$ cat src/verilog/burst_pkg.sv
`default_nettype none

package burst_pkg;

  localparam int n_ports = 2;
  localparam int addr_w = 8;
  localparam int data_w = 32;
  localparam int strb_w = data_w / 8;
  localparam int len_w = 4; // Beats minus one.
  localparam int mem_depth = 2 ** addr_w;

  typedef logic [addr_w-1:0] addr_t;
  typedef logic [data_w-1:0] data_t;
  typedef logic [strb_w-1:0] strb_t;
  typedef logic [len_w-1:0]  len_t;

  // Wide enough to index any of the request ports.
  typedef logic [0:0] port_sel_t;

  typedef enum logic {
    mem_idle,
    mem_busy
  } mem_state_t;

endpackage

`default_nettype wire

$ cat src/verilog/burst_merge.sv
`timescale 1ns/1ps
`default_nettype none

module burst_merge (
  input  wire                                              clk,
  input  wire                                              rst,
  input  wire  [burst_pkg::n_ports-1:0]                    s_valid,
  output logic [burst_pkg::n_ports-1:0]                    s_ready,
  output logic [burst_pkg::n_ports-1:0]                    s_last,
  input  wire  burst_pkg::addr_t [burst_pkg::n_ports-1:0]  s_addr,
  input  wire  burst_pkg::data_t [burst_pkg::n_ports-1:0]  s_wdata,
  input  wire  burst_pkg::strb_t [burst_pkg::n_ports-1:0]  s_wstrb,
  input  wire  burst_pkg::len_t [burst_pkg::n_ports-1:0]   s_len,
  output burst_pkg::data_t                                 s_rdata,
  output logic                                             m_wvalid,
  input  wire                                              m_wready,
  output burst_pkg::addr_t                                 m_waddr,
  output burst_pkg::data_t                                 m_wdata,
  output burst_pkg::strb_t                                 m_wstrb,
  output burst_pkg::len_t                                  m_wlen,
  input  wire                                              m_wlast,
  output logic                                             m_rvalid,
  input  wire                                              m_rready,
  output burst_pkg::addr_t                                 m_raddr,
  output burst_pkg::len_t                                  m_rlen,
  input  wire                                              m_rlast,
  input  wire  burst_pkg::data_t                           m_rdata
);
  import burst_pkg::*;

  logic      w_req_valid;
  port_sel_t w_req;
  logic      r_req_valid;
  port_sel_t r_req;

  logic      w_running;
  port_sel_t w_sel;
  logic      r_running;
  port_sel_t r_sel;

  logic      w_done;
  logic      r_done;

  // A nonzero strobe marks a write. Scanning upward lets the highest port win.
  always_comb begin
    w_req_valid = 1'b0;
    w_req = '0;
    r_req_valid = 1'b0;
    r_req = '0;
    for (int i = 0; i < n_ports; i++) begin
      if (s_valid[i]) begin
        if (|s_wstrb[i]) begin
          w_req_valid = 1'b1;
          w_req = port_sel_t'(i);
        end else begin
          r_req_valid = 1'b1;
          r_req = port_sel_t'(i);
        end
      end
    end
  end

  assign w_done = w_running && m_wvalid && m_wready && m_wlast;
  assign r_done = r_running && m_rvalid && m_rready && m_rlast;

  always_ff @(posedge clk or posedge rst) begin
    if (rst) begin
      w_running <= 1'b0;
      w_sel <= '0;
      r_running <= 1'b0;
      r_sel <= '0;
    end else begin
      if (!w_running && w_req_valid) begin
        w_running <= 1'b1;
        w_sel <= w_req;
      end else if (w_done) begin
        w_running <= 1'b0; // Channel is free again from the next cycle.
      end
      if (!r_running && r_req_valid) begin
        r_running <= 1'b1;
        r_sel <= r_req;
      end else if (r_done) begin
        r_running <= 1'b0;
      end
    end
  end

  // Memory side sees only the granted port, and nothing while idle.
  always_comb begin
    m_wvalid = 1'b0;
    m_waddr = '0;
    m_wdata = '0;
    m_wstrb = '0;
    m_wlen = '0;
    m_rvalid = 1'b0;
    m_raddr = '0;
    m_rlen = '0;
    if (w_running) begin
      m_wvalid = s_valid[w_sel];
      m_waddr = s_addr[w_sel];
      m_wdata = s_wdata[w_sel];
      m_wstrb = s_wstrb[w_sel];
      m_wlen = s_len[w_sel];
    end
    if (r_running) begin
      m_rvalid = s_valid[r_sel];
      m_raddr = s_addr[r_sel];
      m_rlen = s_len[r_sel];
    end
  end

  // Each channel answers only its own port. The two results are merged per bit.
  always_comb begin
    for (int k = 0; k < n_ports; k++) begin
      s_ready[k] = (w_running && w_sel == port_sel_t'(k) && m_wready) ||
                   (r_running && r_sel == port_sel_t'(k) && m_rready);
      s_last[k]  = (w_running && w_sel == port_sel_t'(k) && m_wlast) ||
                   (r_running && r_sel == port_sel_t'(k) && m_rlast);
    end
  end

  assign s_rdata = m_rdata; // Shared by both ports.

endmodule

`default_nettype wire

$ cat config.mk
export PLATFORM = sky130hd
export DESIGN_NAME = burst_merge
export DESIGN_NICKNAME = d
export VERILOG_FILES = /design/src/verilog/burst_pkg.sv /design/src/verilog/burst_merge.sv
export SDC_FILE = /design/constraint.sdc
export NUM_CORES = 1
export LEC_CHECK = 0
export BUFFER_PORTS_ARGS = -buffer_cell sky130_fd_sc_hd__buf_2
export CAP_MARGIN = 20
export CORE_AREA = 2 2 91 93
export DETAILED_ROUTE_END_ITERATION = 16
export DIE_AREA = 0 0 93 95
export SKIP_CTS_REPAIR_TIMING = 1
export SYNTH_ARGS = -nofsm -noshare
export SYNTH_HDL_FRONTEND = slang
export SYNTH_SLANG_ARGS = --single-unit
$ cat constraint.sdc
create_clock -name clk -period 1 [get_ports clk]
set_input_delay 0 -clock clk [delete_from_list [all_inputs] [get_ports clk]]
set_output_delay 0 -clock clk [all_outputs]
set_load 0.01 [all_outputs]
==> impl_table.tex <==
\begin{tabular}{lr}
\hline
Metric & Value \\
\hline
\multicolumn{2}{l}{\textbf{Run status}} \\
\quad Outcome & finished with violations \\
\quad Failing checks & setup timing \\
\multicolumn{2}{l}{\textbf{Critical path}} \\
\quad Ordered cell list for the critical path & buf\_12 > mux2i\_1 > nor2b\_1 > buf\_2 \\
\quad Origin of the critical flop-to-flop path & w\_sel \\
\quad Start point of the critical path & w\_sel \\
\quad Worst EP arrival & 1.33 ns \\
\quad Critical path's top delay family & flip-flops \\
\quad Endpoint kind of the worst setup timing path & output pin \\
\quad Type of the setup path with the least slack & reg -> out \\
\quad Max incr delay on CP & 0.42 ns \\
\quad Critical Path Start Type & flip-flop \\
\quad Critical Path RT & 1.00 ns \\
\quad Cell type of the slowest stage on the worst timing path & sky130\_fd\_sc\_hd\_\_dfrtp\_2 \\
\quad Critical path peak fanout & 25 \\
\quad Number of buffer and inverter instances along the worst setup path & 2 \\
\multicolumn{2}{l}{\textbf{Drt}} \\
\quad Residual DRC count & 0 \\
\quad Post-DRT Antenna Nets & 0 \\
\quad Detailed Route WL & 5990 um \\
\quad Initial DRC count & 32 \\
\quad Total iterations of the first detailed-routing run & 4 \\
\quad Total number of vias & 1913 \\
\quad Drt wl/cell & 13.3 um \\
\quad Average via count per standard cell & 4.23 \\
\multicolumn{2}{l}{\textbf{Synthesis}} \\
\quad Post-synthesis instance area & 0.00155 sq mm \\
\quad Async S/R FF share, synth & 100\% \\
\quad Unique masters post-synth & 20 \\
\quad Number of synthesized flops with an enable pin & 0 \\
\quad Main flop type after synthesis & sky130\_fd\_sc\_hd\_\_dfrtp\_1 \\
\quad Proportion of synthesized chip area in sequential cells & 6.44\% \\
\quad Net count after synthesis & 340 \\
\quad Total of warnings raised by yosys & 0 \\
\quad \#FFs+latches synth & 4 \\
\quad Mean post-synth cell area & 7.62 sq um \\
\quad Synthesized instance count & 204 \\
\multicolumn{2}{l}{\textbf{Floorplanning}} \\
\quad Floorplan core area & 0.00793 sq mm \\
\quad Die boundary height & 95 um \\
\quad Row Count & 33 \\
\quad Overall die area & 0.00884 sq mm \\
\quad Initial standard-cell utilization of the core & 19.6\% \\
\quad Top-Level Pins & 234 \\
\quad Die outline width & 93 um \\
\multicolumn{2}{l}{\textbf{STA}} \\
\quad Upper clock frequency limit & 0.750 GHz \\
\quad \# setup viols final & 69 \\
\quad Worst-Margin Slew & 0.338 ns \\
\quad Crit path setup slack, layout & -0.334 ns \\
\quad Hold WS & 0.00000392 ns \\
\quad Fin crit share & 133\% \\
\quad Final count of hold timing violations & 0 \\
\quad Worst-case headroom to the max-slew limit & 77.3\% \\
\quad Post-Route Skew & 0.00422 ns \\
\quad Final count of pins violating max slew & 0 \\
\quad Setup repair after global routing missed its margin & true \\
\quad Shortest period the worst path allows & 1.33 ns \\
\multicolumn{2}{l}{\textbf{Layout}} \\
\quad Layout-stage area growth over the synthesis result & 63.0\% \\
\quad Design area & 0.00253 sq mm \\
\quad Antenna diodes & 0 \\
\quad Final net count & 484 \\
\quad Most common library cell in the layout ignoring fill and taps & sky130\_fd\_sc\_hd\_\_buf\_2 \\
\quad Commonest non-fill, non-tap cells in the layout & sky130\_fd\_sc\_hd\_\_buf\_2 (168), sky130\_fd\_sc\_hd\_\_mux2i\_1 (59), sky130\_fd\_sc\_hd\_\_nor2b\_1 (49), sky130\_fd\_sc\_hd\_\_nor2\_1 (12), sky130\_fd\_sc\_hd\_\_nand2\_1 (8) \\
\quad Util after Layout & 32.0\% \\
\quad Share of final-layout standard cells stronger than drive strength 1 & 57.1\% \\
\multicolumn{2}{l}{\textbf{Global route}} \\
\quad Number of global-route vias before repair & 1673 \\
\quad Antenna violations before repair & 0 \\
\quad Global router's overall resource usage & 11.4\% \\
\quad Maximum number of pins on one net before global-route repair & 28 \\
\quad Global-route wire length before repair & 7980 um \\
\quad Final global-route overflow total & 0 \\
\multicolumn{2}{l}{\textbf{Place}} \\
\quad Worst setup timing slack at the placement stage & -0.175 ns \\
\quad GPL Wtd Cong & 0.717 \\
\quad Placed standard-cell area & 0.00239 sq mm \\
\quad Port buffer count & 169 \\
\quad Post-detailed-placement half-perimeter wirelength & 4810 um \\
\multicolumn{2}{l}{\textbf{CTS}} \\
\quad Clock buffer count from CTS & 3 \\
\quad TritonCTS clock tree & built \\
\quad Number of H-tree branching levels & 1 \\
\quad Clock-pin slew on the worst setup and hold paths & 0.04 ns \\
\quad Maximum root-to-sink buffer count & 2 \\
\quad Clock latency of the later-clocked register in the worst-skew pair & 0.22 ns \\
\quad Clock tree root driver cell & sky130\_fd\_sc\_hd\_\_clkbuf\_8 \\
\quad Sinks on the clock net & 4 \\
\multicolumn{2}{l}{\textbf{Run}} \\
\quad Total of max-cap violations & 0 \\
\multicolumn{2}{l}{\textbf{Pwr}} \\
\quad Peak VDD IR & 0.000785 V \\
\quad Leakage & 1.48 nW \\
\quad Ratio of total power to cell area & 2340 mW/mm\^{}2 \\
\multicolumn{2}{l}{\textbf{Hold path}} \\
\quad Worst min path class & in -> out \\
\quad Launch instance of the worst min-delay path & m\_rdata[25] \\
\hline
\end{tabular}
[sequential cells by signal, indices dropped and copies added (netlist names)]
signal	count
r_running	1
r_sel	1
w_sel	1
w_running	1
[Yosys cell counts (2+ instances only)]
cell type                  number  area, sq um
sky130_fd_sc_hd__nor2b_1       50          313
sky130_fd_sc_hd__o21ai_1        2         10.0
sky130_fd_sc_hd__nand3b_1       2         15.0
sky130_fd_sc_hd__clkbuf_1       7         26.3
sky130_fd_sc_hd__mux2i_1       62          621
sky130_fd_sc_hd__buf_2          8         40.0
sky130_fd_sc_hd__o21ai_0        2         10.0
sky130_fd_sc_hd__nand3_1        6         30.0
sky130_fd_sc_hd__nand2_1        8         30.0
sky130_fd_sc_hd__nor2_1        13         48.8
sky130_fd_sc_hd__buf_4         32          240
sky130_fd_sc_hd__dfrtp_1        4          100
[logic make-up (layout without fill, tap and decap cells)]
logic type / count (synthesis) / count (layout) / synth area share [%]
compound gates: 6 / 6 / 2.42
mux: 62 / 62 / 39.9
simple gates: 83 / 83 / 31.0
buf+inv: 49 / 192 / 20.2
flops: 4 / 4 / 6.44
[per-layer routing]
layer | track usage, % | part of all wire (%)
met5 | 0 | 0
met4 | 6.25 | 3.6
met2 | 20.4 | 47
met3 | 2.47 | 11
met1 | 12.5 | 39
[stage by stage]
stage,total power [mW],setup TNS (ns),cells
final,5.93,-17.02,452
after global routing,6.45,-22.02,452
after CTS,5.82,-17.21,448
after detailed placement,5.42,-2.27,444
after global placement,5.35,-1.39,444
after floorplan,3.48,-0.756,204
[power breakdown]
group	total, mW	internal (mW)	switching [mW]	leakage (nW)
clock	0.378	0.274	0.103	0.0228
combinational	5.23	2.70	2.53	1.41
sequential	0.324	0.229	0.0943	0.0443
[worst paths after layout]
kind                       cells past startpoint          end  slack [ns]
max                                            4  m_wdata[11]       -0.33
min                                            0  s_rdata[25]    0.000004
max reg2reg                                    4    w_running       -0.07
min reg2reg                                    3    r_running        0.61
max in group asynchronous                      3        w_sel        0.60
min in group asynchronous                      3        r_sel        0.22
[cell type report]
| type | instances | area, sq um |
|---|---|---|
| clock buffers | 4 | 45.0 |
| fillers | 868 | 5390 |
| inverters | 2 | 7.51 |
| multi-input cells | 151 | 1160 |
| flip-flops and latches | 4 | 103 |
| well taps | 105 | 131 |
| repair buffers | 186 | 1090 |
No activity file was read; power rests on OpenSTA's default activity.
